### config.mk
export PLATFORM = sky130hd
export DESIGN_NAME = issueCtl
export DESIGN_NICKNAME = d
export VERILOG_FILES = /design/src/isaPkg.sv /design/src/pipePkg.sv /design/src/inflightTracker.sv /design/src/dataHazardCheck.sv /design/src/controlHazardCheck.sv /design/src/issueGate.sv /design/src/issueCtl.sv
export VERILOG_INCLUDE_DIRS = /design/src
export SDC_FILE = /design/constraint.sdc
export NUM_CORES = 1
export LEC_CHECK = 0
export ABC_AREA = 1
export BUFFER_PORTS_ARGS = -buffer_cell sky130_fd_sc_hd__buf_4
export CORE_ASPECT_RATIO = 0.7
export CORE_MARGIN = 2
export CORE_UTILIZATION = 31
export DETAILED_ROUTE_END_ITERATION = 7
export PLACE_DENSITY_LB_ADDON = 0.3
export SLEW_MARGIN = 15
export SYNTH_ARGS = -nofsm -noshare
export SYNTH_HDL_FRONTEND = slang
export SYNTH_SLANG_ARGS = --single-unit
### constraint.sdc
create_clock -name clk -period 2.2 [get_ports clk]
set_input_delay 0.11 -clock clk [delete_from_list [all_inputs] [get_ports clk]]
set_output_delay 0.11 -clock clk [all_outputs]
set_load 0.1 [all_outputs]
### src/issueCtl_defines.svh
// Global sizes and the bubble encoding for the instruction issue-control block
`ifndef ISSUECTL_DEFINES_SVH
`define ISSUECTL_DEFINES_SVH

// Width of one instruction word
`define INST_WIDTH 16

// Eight architectural registers
`define REG_IDX_WIDTH 3

// Stages after issue that may still write a register (D, X, M, W)
`define TRACK_DEPTH 4

// Bubble inserted on a stall, opcode 00001 with all other bits zero
`define NOP_INST {5'b00001, 11'b0}

`endif

### src/isaPkg.sv
// Instruction-set types, field positions and opcode classification for the issue logic
`include "issueCtl_defines.svh"

package isaPkg;

    typedef logic [`INST_WIDTH-1:0] instWord;
    typedef logic [`REG_IDX_WIDTH-1:0] regIdx;

    // Field positions inside an instruction word
    localparam int OpLo = 11;
    localparam int RsHi = 10;
    localparam int RsLo = 8;
    // Rt for R-format, Rd for loads, stores and I-format 1
    localparam int RtHi = 7;
    localparam int RtLo = 5;
    // Rd of R-format, set and BTR
    localparam int RdRHi = 4;
    localparam int RdRLo = 2;

    typedef logic [`INST_WIDTH-OpLo-1:0] opField;

    typedef enum logic [3:0] {
        opHalt,
        opNone,
        opStore,
        opStoreUpd,
        opRType,
        opSet,
        opJump,
        opJumpReg,
        opJumpLink,
        opJumpLinkReg,
        opBranch,
        opLoadImm,
        opImmRs,
        opOther
    } opGroup;

    // Sort an instruction into the group that decides its reads and writes
    function automatic opGroup classifyOp(instWord inst);
        opField op;
        opGroup grp;
        op = inst[`INST_WIDTH-1:OpLo];
        casez (op)
            5'b00000: grp = opHalt;
            // NOP, siic, RTI
            5'b00001, 5'b0001?: grp = opNone;
            5'b00100: grp = opJump;
            5'b00101: grp = opJumpReg;
            5'b00110: grp = opJumpLink;
            5'b00111: grp = opJumpLinkReg;
            5'b011??: grp = opBranch;
            5'b10000: grp = opStore;
            5'b10011: grp = opStoreUpd;
            5'b11011, 5'b11010: grp = opRType;
            5'b111??: grp = opSet;
            // LBI and SLBI
            5'b11000, 5'b10010: grp = opLoadImm;
            // I-format 1 arithmetic, shifts and LD
            5'b010??, 5'b101??, 5'b10001: grp = opImmRs;
            // BTR lands here
            default: grp = opOther;
        endcase
        return grp;
    endfunction

endpackage

### src/pipePkg.sv
// Pipeline bookkeeping types shared by the tracker, the checkers and the issue gate
`include "issueCtl_defines.svh"

package pipePkg;

    import isaPkg::*;

    // What an in-flight instruction will do to the register file and PC
    typedef struct packed {
        logic  regWrt;
        regIdx wrtReg;
        logic  isControl;
    } inflightRec;

    // Outcome of both hazard checks for the fetched instruction
    typedef struct packed {
        logic dataStall;
        logic ctrlStall;
        logic isHalt;
    } hazardFlags;

endpackage

### src/inflightTracker.sv
// Records the register write and control flag of each issued instruction through D, X, M and W
`include "issueCtl_defines.svh"

module inflightTracker
    import isaPkg::*;
    import pipePkg::*;
(
    input  logic       clk,
    input  logic       rstN,
    input  instWord    issuedInst,
    output inflightRec stages [`TRACK_DEPTH]
);

    opGroup     issuedGroup;
    inflightRec issuedRec;

    // Destination decode of the instruction entering decode
    always_comb begin
        issuedGroup = classifyOp(issuedInst);
        issuedRec = '0;
        case (issuedGroup)
            opRType, opSet, opOther: begin
                issuedRec.regWrt = 1'b1;
                issuedRec.wrtReg = issuedInst[RdRHi:RdRLo];
            end
            opImmRs: begin
                issuedRec.regWrt = 1'b1;
                issuedRec.wrtReg = issuedInst[RtHi:RtLo];
            end
            opStoreUpd, opLoadImm: begin
                issuedRec.regWrt = 1'b1;
                issuedRec.wrtReg = issuedInst[RsHi:RsLo];
            end
            opJumpLink, opJumpLinkReg: begin
                // Link address goes to R7
                issuedRec.regWrt = 1'b1;
                issuedRec.wrtReg = '1;
            end
            default: begin
                issuedRec.regWrt = 1'b0;
            end
        endcase

        issuedRec.isControl = issuedGroup inside {opJump, opJumpReg, opJumpLink,
                                                  opJumpLinkReg, opBranch};
    end

    // Shift every cycle, bubbles enter as empty records
    always_ff @(posedge clk) begin
        if (!rstN) begin
            for (int i = 0; i < `TRACK_DEPTH; i++) begin
                stages[i] <= '0;
            end
        end else begin
            stages[0] <= issuedRec;
            for (int i = 1; i < `TRACK_DEPTH; i++) begin
                stages[i] <= stages[i-1];
            end
        end
    end

endmodule

### src/dataHazardCheck.sv
// Read-after-write check of the fetched instruction against all in-flight register writes
`include "issueCtl_defines.svh"

module dataHazardCheck
    import isaPkg::*;
    import pipePkg::*;
(
    input  instWord    fetchInst,
    input  inflightRec stages [`TRACK_DEPTH],
    output logic       dataStall
);

    opGroup fetchGroup;
    regIdx  rsIdx;
    regIdx  rtIdx;
    logic   readsRs;
    logic   readsRt;
    logic   rsHit;
    logic   rtHit;

    // Which source fields does the fetched instruction actually read
    always_comb begin
        fetchGroup = classifyOp(fetchInst);
        rsIdx = fetchInst[RsHi:RsLo];
        rtIdx = fetchInst[RtHi:RtLo];

        case (fetchGroup)
            // Stores read Rd as data, R-format and set read Rt
            opStore, opStoreUpd, opRType, opSet: begin
                readsRs = 1'b1;
                readsRt = 1'b1;
            end
            opNone, opJump, opJumpLink, opHalt: begin
                readsRs = 1'b0;
                readsRt = 1'b0;
            end
            default: begin
                readsRs = 1'b1;
                readsRt = 1'b0;
            end
        endcase
    end

    // Compare against every slot that will still write back
    always_comb begin
        rsHit = 1'b0;
        rtHit = 1'b0;
        for (int i = 0; i < `TRACK_DEPTH; i++) begin
            if (stages[i].regWrt) begin
                rsHit = rsHit | (stages[i].wrtReg == rsIdx);
                rtHit = rtHit | (stages[i].wrtReg == rtIdx);
            end
        end
    end

    assign dataStall = (readsRs && rsHit) || (readsRt && rtHit);

endmodule

### src/controlHazardCheck.sv
// Flags fetched control and halt instructions and holds issue behind unresolved control flow
`include "issueCtl_defines.svh"

module controlHazardCheck
    import isaPkg::*;
    import pipePkg::*;
(
    input  instWord    fetchInst,
    input  inflightRec stages [`TRACK_DEPTH],
    output logic       ctrlStall,
    output logic       isHalt,
    output logic       branchInstF
);

    // Control flow resolves by the end of execute
    localparam int SlotD = 0;
    localparam int SlotX = 1;

    opGroup fetchGroup;

    always_comb begin
        fetchGroup = classifyOp(fetchInst);
        branchInstF = fetchGroup inside {opJump, opJumpReg, opJumpLink,
                                         opJumpLinkReg, opBranch};
        isHalt = (fetchGroup == opHalt);
        ctrlStall = stages[SlotD].isControl || stages[SlotX].isControl;
    end

endmodule

### src/issueGate.sv
// Turns the hazard flags into the instruction issued to decode and the PC hold
`include "issueCtl_defines.svh"

module issueGate
    import isaPkg::*;
    import pipePkg::*;
(
    input  logic       rstN,
    input  instWord    fetchInst,
    input  hazardFlags flags,
    output instWord    nextInst,
    output logic       pcNop
);

    always_comb begin
        if (!rstN) begin
            // Feed bubbles while the pipe comes out of reset
            nextInst = `NOP_INST;
            pcNop = 1'b0;
        end else begin
            pcNop = flags.dataStall || flags.ctrlStall || flags.isHalt;
            nextInst = pcNop ? `NOP_INST : fetchInst;
        end
    end

endmodule

### src/issueCtl.sv
// Issue control between fetch and decode, stalls on data and control hazards and on halt
`include "issueCtl_defines.svh"

module issueCtl
    import isaPkg::*;
    import pipePkg::*;
(
    input  logic    clk,
    input  logic    rstN,
    input  instWord fetchInst,
    output instWord nextInst,
    output logic    pcNop,
    output logic    branchInstF
);

    inflightRec stages [`TRACK_DEPTH];
    // Each checker drives its own fields
    wire hazardFlags flags;

    inflightTracker inflightTracker_i (
        .clk        (clk),
        .rstN       (rstN),
        .issuedInst (nextInst),
        .stages     (stages)
    );

    dataHazardCheck dataHazardCheck_i (
        .fetchInst (fetchInst),
        .stages    (stages),
        .dataStall (flags.dataStall)
    );

    controlHazardCheck controlHazardCheck_i (
        .fetchInst   (fetchInst),
        .stages      (stages),
        .ctrlStall   (flags.ctrlStall),
        .isHalt      (flags.isHalt),
        .branchInstF (branchInstF)
    );

    issueGate issueGate_i (
        .rstN      (rstN),
        .fetchInst (fetchInst),
        .flags     (flags),
        .nextInst  (nextInst),
        .pcNop     (pcNop)
    );

endmodule

==> run_results.csv, run 1 <==
group,metric,value,unit
clock_tree,ctsHoldBuffers,0,
timing,setup_slack,0.0133,ns
global_route,grt_max_degree,17,
finish,insertedDiodeCount,0,
logic_synthesis,syn_nets,279,
timing,holdWs,0.172,ns
logic_synthesis,synth_warnings,0,
critical_path,cpPeakStageDelay,0.35,ns
die,core_area,4450,sq um
finish,drive_gt1_share,41.3,%
finish,fillers,440,
power,p_leak,0.00121,uW
critical_path,crit_end,"nextInst[8]",
timing,finClkSkew,0.00640,ns
power,power_density,619,nW/um^2
timing,hold_viol_final,0,
timing,finalCritPeriodShare,99.4,%
logic_synthesis,synth_cell_types,26,
timing,worstMarginPinSlew,0.570,ns
placed_design,gp_congestion,0.912,
critical_path,end_kind,"output port",
critical_path,reg2reg_from,"inflightTracker_i.stages[6]",
logic_synthesis,synthFlopType,"dfxtp_1",
critical_path,cp_data_required_time,2.09,ns
finish,largest_register,"inflightTracker_i.stages",
global_route,grt_pass1_wl,7000,um
placed_design,io_buffers,35,
placed_design,dp_slack,0.0348,ns
global_route,grt_pass1_vias,1452,
timing,drv_slew,0,
logic_synthesis,synth_cells,261,
critical_path,path_class,"flip-flop to output port",
clock_tree,numCtsBuffers,3,
finish,largest_reg_flops,18,
finish,reg.largest.list,"inflightTracker_i.stages (18)",
worst_hold_path,hold_path.class,"input port to flip-flop",
global_route,antenna_found_initial,0,
die,rows,20,
clock_tree,cts.clk_slew.worst_paths,0.08,ns
timing,setup_violations,0,
timing,fmax,457,MHz
critical_path,arrival,2.08,ns
routing,final_antenna_net_count,0,
die,chipHeight,61.6,um
critical_path,start_kind,"flip-flop",
logic_synthesis,avgSynthCellArea,5.64,sq um
die,io_pins,36,
critical_path,r2r_slack,0.04,ns
critical_path,crit_chain,"o211ai_1 > nor2_1 > nor2_1 > nand2_1 > nand2_1 > nand2_2 > nand2_4 > nand2_8 > nor2_8 > buf_12 > inv_8 > nor2_4 > buf_12",
routing,first_pass_iters,4,
critical_path,cp_max_fo,5,
routing,via_per_inst,4.79,
critical_path,cp-startpoint,"inflightTracker_i.stages[6]",
finish,final_nets,331,
timing,timing.final.crit_period,2.19,ns
die,start_util,33.0,%
finish,area_growth,58.4,%
routing,routed_wl,4690,um
logic_synthesis,netlist_area,1470,sq um
placed_design,dpl-instance-area,1850,sq um
routing,vias,1759,
global_route,gr-total-overflow,0,
clock_tree,clk_latency,0.26,ns
global_route,track_usage,17.1,%
routing,drt_iter0_drc,133,
clock_tree,cts_tree,"yes",
clock_tree,cts-root-buf,"clkbuf_8",
timing,slew_headroom,61.8,%
timing,rsz0062_at_grt,"yes",
logic_synthesis,ys_seq_elements,18,
logic_synthesis,synth_edf_count,0,
critical_path,cp_slowest_cell,"dfxtp_2",
logic_synthesis,yosysSeqAreaShare,24.5,%
routing,drc_errors,0,
clock_tree,clock-sinks,18,
clock_tree,htree_levels,1,
outcome,status,"completed",
clock_tree,cts_max_path_buffers,2,
routing,post_drt_wl_per_cell,12.8,um
critical_path,reg2regPathDepth,18,
finish,final_cell_area,2330,sq um
die,die-area,5320,sq um
logic_synthesis,async_flop_share,0,%
power,irDropWorstVdd,0.296,mV
flow_run,maxCapViolations,0,
placed_design,post-dp-hpwl,3500,um
timing,fin_setup_tns,0,ns
critical_path,r2r_end,"inflightTracker_i.stages[17]",
die,die_w,86.3,um
metrics by stage:
| stage | util, % | std cells | power, uW |
|---|---|---|---|
| 6_report | 52.3 | 367 | 1440 |
| 5_1_grt | 52.3 | 367 | 1510 |
| 4_1_cts | 44.4 | 355 | 1290 |
| 3_5_place_dp | 41.4 | 351 | 982 |
| 3_3_place_gp | 41.4 | 351 | 980 |
| 2_1_floorplan | - | 261 | 839 |
worst min-delay path by stage:
| stage | from | to | depth (start not counted) |
|---|---|---|---|
| finish | rstN | inflightTracker_i.stages[1] | 3 |
| global route | rstN | inflightTracker_i.stages[11] | 3 |
| CTS | rstN | inflightTracker_i.stages[4] | 3 |
| detailed placement | inflightTracker_i.stages[19] | inflightTracker_i.stages[14] | 2 |
| global placement | inflightTracker_i.stages[15] | inflightTracker_i.stages[10] | 2 |
| floorplan | rstN | inflightTracker_i.stages[13] | 3 |
critical path, delay by kind of cell (launching register included):
| kind | cells | cell delay (ns) |
|---|---|---|
| AOI/OAI and AO/OA | 1 | 0.19 |
| and+or+nand+nor | 9 | 0.90 |
| DFF | 1 | 0.35 |
| buffers and inverters | 3 | 0.38 |
synth_stat cells (4+ instances only):
cell type   n  area (sq um)
nand3_1    17          85.1
a21oi_1    10          50.1
dfxtp_1    18           360
nand2_2     4          25.0
nand3_2     5          50.1
nor2_1     40           150
nand4_1     6          37.5
inv_2      11          41.3
nand2_1    89           334
inv_1      37           139
layout make-up:
type / count / area, sq um / share of cell area, %
Clock buffer: 4 / 55.1 / 2.36
Inverter: 50 / 200 / 8.59
Multi-Input combinational cell: 192 / 1100 / 47.0
Sequential cell: 18 / 378 / 16.2
Tap cell: 55 / 68.8 / 2.95
Timing Repair Buffer: 47 / 522 / 22.4
Timing Repair inverter: 1 / 11.3 / 0.483
layer usage:
metal  track usage (%)  routed length (um)  vias to the layer above
li1                  -                   -                      909
met3              3.22                 297                        2
met1              27.1                2430                      793
met5                 0                   0                        -
met2              24.0                1960                       55
met4              2.90                  11                        0
power breakdown:
group	total (uW)	switching, uW	internal, uW	leakage (uW)
clock network	281	122	159	0.0000288
logic	787	516	270	0.00103
registers	375	22.1	353	0.000152
total	1440	660	782	0.00121
repair_timing:
item / 4_1_cts / 5_1_grt
setup endpoints to repair: 7 / 19
resized for setup: 19 / 67
pin swaps: 0 / 21
cloned: 0 / 2
setup buffers: 0 / 10
kinds of logic (layout without fill, tap and decap cells):
family	count (synthesis)	count (layout)	synth area share, %
flops	18	18	24.5
xor+xnor	3	3	1.79
buf+inv	52	102	13.9
compound gates	17	17	6.72
simple gates	171	172	53.1
cells in the final DEF (no fill, tap or decap), drive strengths merged:
master | Yosys | final
nand3b | 1 | 1
clkbuf | 1 | 4
o21ai | 2 | 2
dfxtp | 18 | 18
nand2 | 94 | 94
o311ai | 1 | 1
inv | 49 | 49
clkinv | 1 | 2
xnor2 | 3 | 3
nand3 | 22 | 22
a21boi | 1 | 1
buf | 1 | 47
a21oi | 10 | 10
nand4 | 6 | 6
nor2 | 45 | 46
nor4 | 1 | 1
o211ai | 3 | 3
nor3 | 2 | 2
(Power assumes the default switching activity.)
==> inputs of run 2 (changes only) <==
- SETUP_SLACK_MARGIN: default -> 0.02
==> run 2 against run 1 <==
Non-clock buffer count down 2. Global-route usage up 0.24 points. Setup slack worse by 0.011 ns. Clock power down 2%. Critical path type unchanged. Critical path depth up 3. First-iteration DRC count down 29%. Combinational power down 0.6%.
==> run_results.csv, run 2 (synthesized netlist as in run 1, its figures left out) <==
group,metric,value,unit
outcome,status,"completed",
global_route,grt_pass1_wl,7090,um
clock_tree,clk_latency,0.26,ns
global_route,use_met1,27.1,%
finish,final_cell_mix,"83 x nand2_1, 31 x inv_1, 27 x buf_4",
placed_design,io_buffers,35,
critical_path,end_kind,"output port",
finish,largest_register,"inflightTracker_i.stages",
routing,final_antenna_net_count,0,
global_route,use_met2,24.7,%
clock_tree,ctsHoldBuffers,0,
critical_path,cpPeakStageDelay,0.36,ns
die,die_w,86.3,um
power,power_density,620,nW/um^2
timing,timing.final.crit_period,2.20,ns
clock_tree,cts.clk_slew.worst_paths,0.07,ns
global_route,met3_usage,3.35,%
routing,first_pass_iters,4,
critical_path,cp_slowest_cell,"dfxtp_2",
die,chipHeight,61.6,um
clock_tree,clock-sinks,18,
timing,worstMarginPinSlew,0.563,ns
critical_path,arrival,2.09,ns
die,io_pins,36,
clock_tree,cts_tree,"yes",
timing,setup_violations,0,
die,die-area,5320,sq um
power,pwr-share-seq,26.2,%
global_route,busiest_layer,"met1",
die,core_area,4450,sq um
power,p_int,783,uW
placed_design,dp_slack,0.0348,ns
routing,via_per_inst,4.82,
finish,post-route-util,51.9,%
critical_path,start_kind,"flip-flop",
timing,rsz0062_at_grt,"yes",
finish,drive_gt1_share,40.6,%
routing,routed_wl,4650,um
power,p_switching,651,uW
timing,hold_viol_final,0,
global_route,grt_max_degree,17,
routing,drt_iter0_drc,94,
clock_tree,numCtsBuffers,3,
placed_design,post-dp-hpwl,3500,um
worst_hold_path,hold_path.class,"input port to flip-flop",
critical_path,r2r_slack,0.04,ns
finish,final_nets,329,
power,pwr-share-clk,19.2,%
routing,vias,1758,
die,start_util,33.0,%
finish,mostFrequentLayoutCell,"nand2_1",
critical_path,path_class,"flip-flop to output port",
timing,fmax,455,MHz
clock_tree,cts_max_path_buffers,2,
finish,reg.largest.list,"inflightTracker_i.stages (18)",
critical_path,cp_top_family,"simple AND/OR/NAND/NOR gates",
clock_tree,cts-root-buf,"clkbuf_8",
critical_path,cp_common_cell,"nand2_1",
timing,slew_headroom,62.2,%
clock_tree,htree_levels,1,
timing,holdWs,0.179,ns
power,sw_frac_of_total,45.4,%
finish,largest_reg_flops,18,
timing,finClkSkew,0.00351,ns
finish,area_growth,57.1,%
flow_run,maxCapViolations,0,
critical_path,cp_max_fo,5,
critical_path,crit_chain,"inv_2 > nand2_1 > nand2_1 > nand2_1 > nor2_1 > nor2_1 > nand2_1 > nand3_2 > nand2_2 > nand2_4 > nand2_8 > nor2_8 > buf_12 > inv_8 > nor2_4 > buf_12",
finish,insertedDiodeCount,0,
timing,finalCritPeriodShare,99.9,%
global_route,gr-total-overflow,0,
critical_path,cp_data_required_time,2.09,ns
routing,post_drt_wl_per_cell,12.7,um
power,comb_power_share,54.6,%
timing,setup_slack,0.00242,ns
power,irDropWorstVdd,0.286,mV
critical_path,critPathBufInv,4,
timing,drv_slew,0,
global_route,antenna_found_initial,0,
die,rows,20,
routing,drc_errors,0,
global_route,track_usage,17.3,%
global_route,grt_pass1_vias,1466,
power,p_leak,0.00120,uW
placed_design,gp_congestion,0.912,
[run 2: worst paths after layout]
check	depth (start not counted)	from	end
hold reg to reg	2	inflightTracker_i.stages[19]	inflightTracker_i.stages[14]
setup / recovery	16	inflightTracker_i.stages[18]	nextInst[8]
hold / removal	3	rstN	inflightTracker_i.stages[3]
setup reg to reg	20	inflightTracker_i.stages[18]	inflightTracker_i.stages[17]
[run 2: metal layers]
layer	vias up	wire [um]
met5	-	0
met3	4	377
met4	0	30
met2	66	1930
met1	786	2310
li1	902	-
[run 2: timing repair]
action,CTS,global route
setup buffers,1,7
setup endpoints to repair,12,20
cloned,0,2
pin swaps,1,14
resized for setup,34,52
[run 2: through the flow]
| stage | total power [uW] | cells | area [sq um] | setup TNS [ns] |
|---|---|---|---|---|
| final | 1430 | 365 | 2310 | 0 |
| after floorplan | 839 | 261 | 1510 | -1.21 |
| after global placement | 980 | 351 | 1850 | 0 |
| after detailed placement | 982 | 351 | 1850 | 0 |
| after CTS | 1330 | 356 | 2060 | 0 |
| after global routing | 1510 | 365 | 2310 | -1.56 |
[run 2: worst min-delay path, cell delays in order]
cell and delay (ns):
buf_4 0.18, nand2_1 0.08, inv_1 0.03
[run 2: area by class of cell]
type	instances	area, sq um
Fill cell	435	2140
Inverter	50	200
Timing Repair inverter	1	11.3
Timing Repair Buffer	45	528
Sequential cell	18	379
Clock buffer	4	55.1
Tap cell	55	68.8
Multi-Input combinational cell	192	1070
[run 2: power by group through the flow]
stage          clock network, uW  logic (uW)  registers [uW]
2_1_floorplan                  0         464             375
3_3_place_gp                   0         599             380
3_5_place_dp                   0         601             381
4_1_cts                      281         677             374
5_1_grt                      304         827             380
6_report                     275         782             376
==> inputs of run 3 (changes only) <==
--- a/config.mk
+++ b/config.mk
@@ -11,5 +11,5 @@
 export CORE_ASPECT_RATIO = 0.7
 export CORE_MARGIN = 2
-export CORE_UTILIZATION = 31
+export CORE_UTILIZATION = 50
 export DETAILED_ROUTE_END_ITERATION = 7
 export PLACE_DENSITY_LB_ADDON = 0.3
==> constraint.sdc (replaced) <==
create_clock -name clk -period 2.2 [get_ports clk]
set_input_delay 0.11 -clock clk [delete_from_list [all_inputs] [get_ports clk]]
set_output_delay 0.11 -clock clk [all_outputs]
set_load 0.005 [all_outputs]
==> run 3 against run 2 <==
Fmax grew 4.3%. Power shrank 29%. Sequential share of layout area grew 2.5 points. Count of clock-buffer cells in the layout shrank 1. Routed wire length shrank 9.7%. Final area shrank 16%. Die area shrank 36%. Sequential cell count is the same. Global-route usage grew 7.4 points.
==> run_results.csv, run 3 (synthesized netlist as in run 1, its figures left out) <==
group,metric,value,unit
timing,setup_violations,0,
finish,final_cell_mix,"85 x nand2_1, 36 x inv_1, 36 x buf_4",
routing,drt_iter0_drc,220,
global_route,antenna_found_initial,0,
die,chipHeight,49.4,um
critical_path,cp_top_family,"simple AND/OR/NAND/NOR gates",
global_route,use_met1,40.4,%
clock_tree,cts_max_path_buffers,2,
finish,final_nets,319,
timing,fmax,475,MHz
timing,finClkSkew,0.00479,ns
power,power_density,522,nW/um^2
finish,mostFrequentLayoutCell,"nand2_1",
critical_path,cp_max_fo,9,
timing,hold_viol_final,0,
power,total_power,1010,uW
timing,rsz0062_at_grt,"yes",
timing,drv_slew,0,
critical_path,cpPeakStageDelay,0.36,ns
worst_hold_path,min_path_cells,3,
placed_design,dp.cells,330,
routing,drc_errors,0,
clock_tree,clock-sinks,18,
clock_tree,cts_tree,"yes",
routing,via_per_inst,5.27,
placed_design,post-dp-hpwl,3060,um
finish,reg.largest.list,"inflightTracker_i.stages (18)",
power,p_leak,0.00106,uW
critical_path,cp_data_required_time,2.09,ns
critical_path,end_kind,"output port",
timing,worstMarginPinSlew,0.485,ns
critical_path,reg2regPathDepth,17,
finish,largest_reg_flops,18,
global_route,grt_pass1_wl,6380,um
die,io_pins,36,
critical_path,start_kind,"flip-flop",
finish,drive_gt1_share,30.4,%
routing,post_drt_wl_per_cell,12.5,um
clock_tree,clk_latency,0.25,ns
timing,timing.final.crit_period,2.11,ns
finish,insertedDiodeCount,0,
routing,first_pass_iters,6,
flow_run,maxCapViolations,0,
die,die-area,3400,sq um
global_route,busiest_layer,"met1",
finish,final_cell_area,1940,sq um
clock_tree,htree_levels,1,
global_route,use_met2,32.5,%
critical_path,path_class,"flip-flop to output port",
critical_path,cp_slowest_cell,"dfxtp_2",
finish,post_layout_nonfiller_instances,335,
critical_path,arrival,2.00,ns
timing,slew_headroom,67.5,%
global_route,grt_pass1_vias,1406,
routing,vias,1767,
clock_tree,cts.clk_slew.worst_paths,0.07,ns
placed_design,dpl-instance-area,1760,sq um
routing,routed_wl,4200,um
die,core_area,2800,sq um
clock_tree,cts-root-buf,"clkbuf_8",
global_route,gr-total-overflow,0,
worst_hold_path,hold_path.class,"input port to flip-flop",
power,irDropWorstVdd,0.367,mV
outcome,status,"completed",
critical_path,cp_common_cell,"nor2_1",
critical_path,reg2reg_from,"inflightTracker_i.stages[11]",
clock_tree,numCtsBuffers,3,
routing,final_antenna_net_count,0,
clock_tree,ctsHoldBuffers,0,
critical_path,r2r_end,"inflightTracker_i.stages[16]",
die,rows,16,
placed_design,io_buffers,35,
global_route,grt_max_degree,17,
global_route,track_usage,24.7,%
critical_path,crit_chain,"nor2_2 > nor2_1 > nand2_1 > nor2_1 > nor2_1 > nand2_1 > nand3_2 > nand2_2 > nand2_4 > nand2_8 > nor2_8 > inv_8 > nor2_2 > buf_4",
finish,fillers,244,
placed_design,gp_congestion,1.03,
critical_path,critPathBufInv,2,
critical_path,r2r_slack,0.13,ns
finish,area_growth,31.6,%
finish,largest_register,"inflightTracker_i.stages",
die,start_util,52.5,%
timing,finalCritPeriodShare,95.7,%
timing,holdWs,0.185,ns
worst_hold_path,holdCritStartpoint,"rstN",
global_route,met3_usage,5.08,%
die,die_w,68.8,um
worst_hold_path,hold_end,"inflightTracker_i.stages[10]",
==> run 3: changes by cell type in the layout (fill, tap and decap cells not counted), sizes merged <==
cell	delta
buf	-9
clkbuf	-1
clkinv	-1
==> run 3: how the worst max path moves through the flow <==
stage                                             from                      endpoint  slack, ns  cells after the start
after floorplan           inflightTracker_i.stages[16]  inflightTracker_i.stages[18]       0.41                     17
after global placement     inflightTracker_i.stages[1]  inflightTracker_i.stages[17]       0.17                     17
after detailed placement  inflightTracker_i.stages[16]  inflightTracker_i.stages[17]       0.18                     17
after CTS                 inflightTracker_i.stages[13]                   nextInst[9]       0.03                     15
after global routing       inflightTracker_i.stages[7]                   nextInst[9]      -0.03                     14
final                     inflightTracker_i.stages[11]                   nextInst[7]       0.09                     14
==> run 3: per-stage QoR <==
step | setup slack (ns) | util (%) | TNS, ns
after floorplan | 0.414 | - | 0
after global placement | 0.168 | 62.9 | 0
after detailed placement | 0.178 | 62.9 | 0
after CTS | 0.0339 | 64.4 | 0
after global routing | -0.0273 | 69.1 | -0.121
final | 0.0936 | 69.1 | 0
==> run 3: power by group <==
part	total (uW)	leakage, uW	switching [uW]	internal, uW
sequential	374	0.000149	21.0	353
clock	229	0.0000216	107	122
combinational	408	0.000893	249	158
==> run 3: what timing repair did <==
item | CTS | global route
endpoints found under the hold margin | 0 | 0
gates resized for setup | 0 | 34
setup buffers | 0 | 1
setup endpoints to repair | 0 | 15
==> run 3: area by class of cell <==
cell class	instances	area, sq um	area share (%)
multi-input cells	192	1020	52.6
inverters	50	195	10.1
flip-flops and latches	18	367	18.9
well taps	36	45.0	2.33
repair buffers	36	270	14.0
clock buffers	3	41.3	2.13
==> run 3: tightest hold or removal path, cell delays in order <==
cell     delay, ns
buf_4         0.18
nand2_1       0.08
inv_1         0.03
==> run 3: routing by layer <==
metal | part of all wire [%] | routed length, um
met3 | 11 | 463
met1 | 47 | 1960
met2 | 40 | 1690
met4 | 2.1 | 89
met5 | 0 | 0
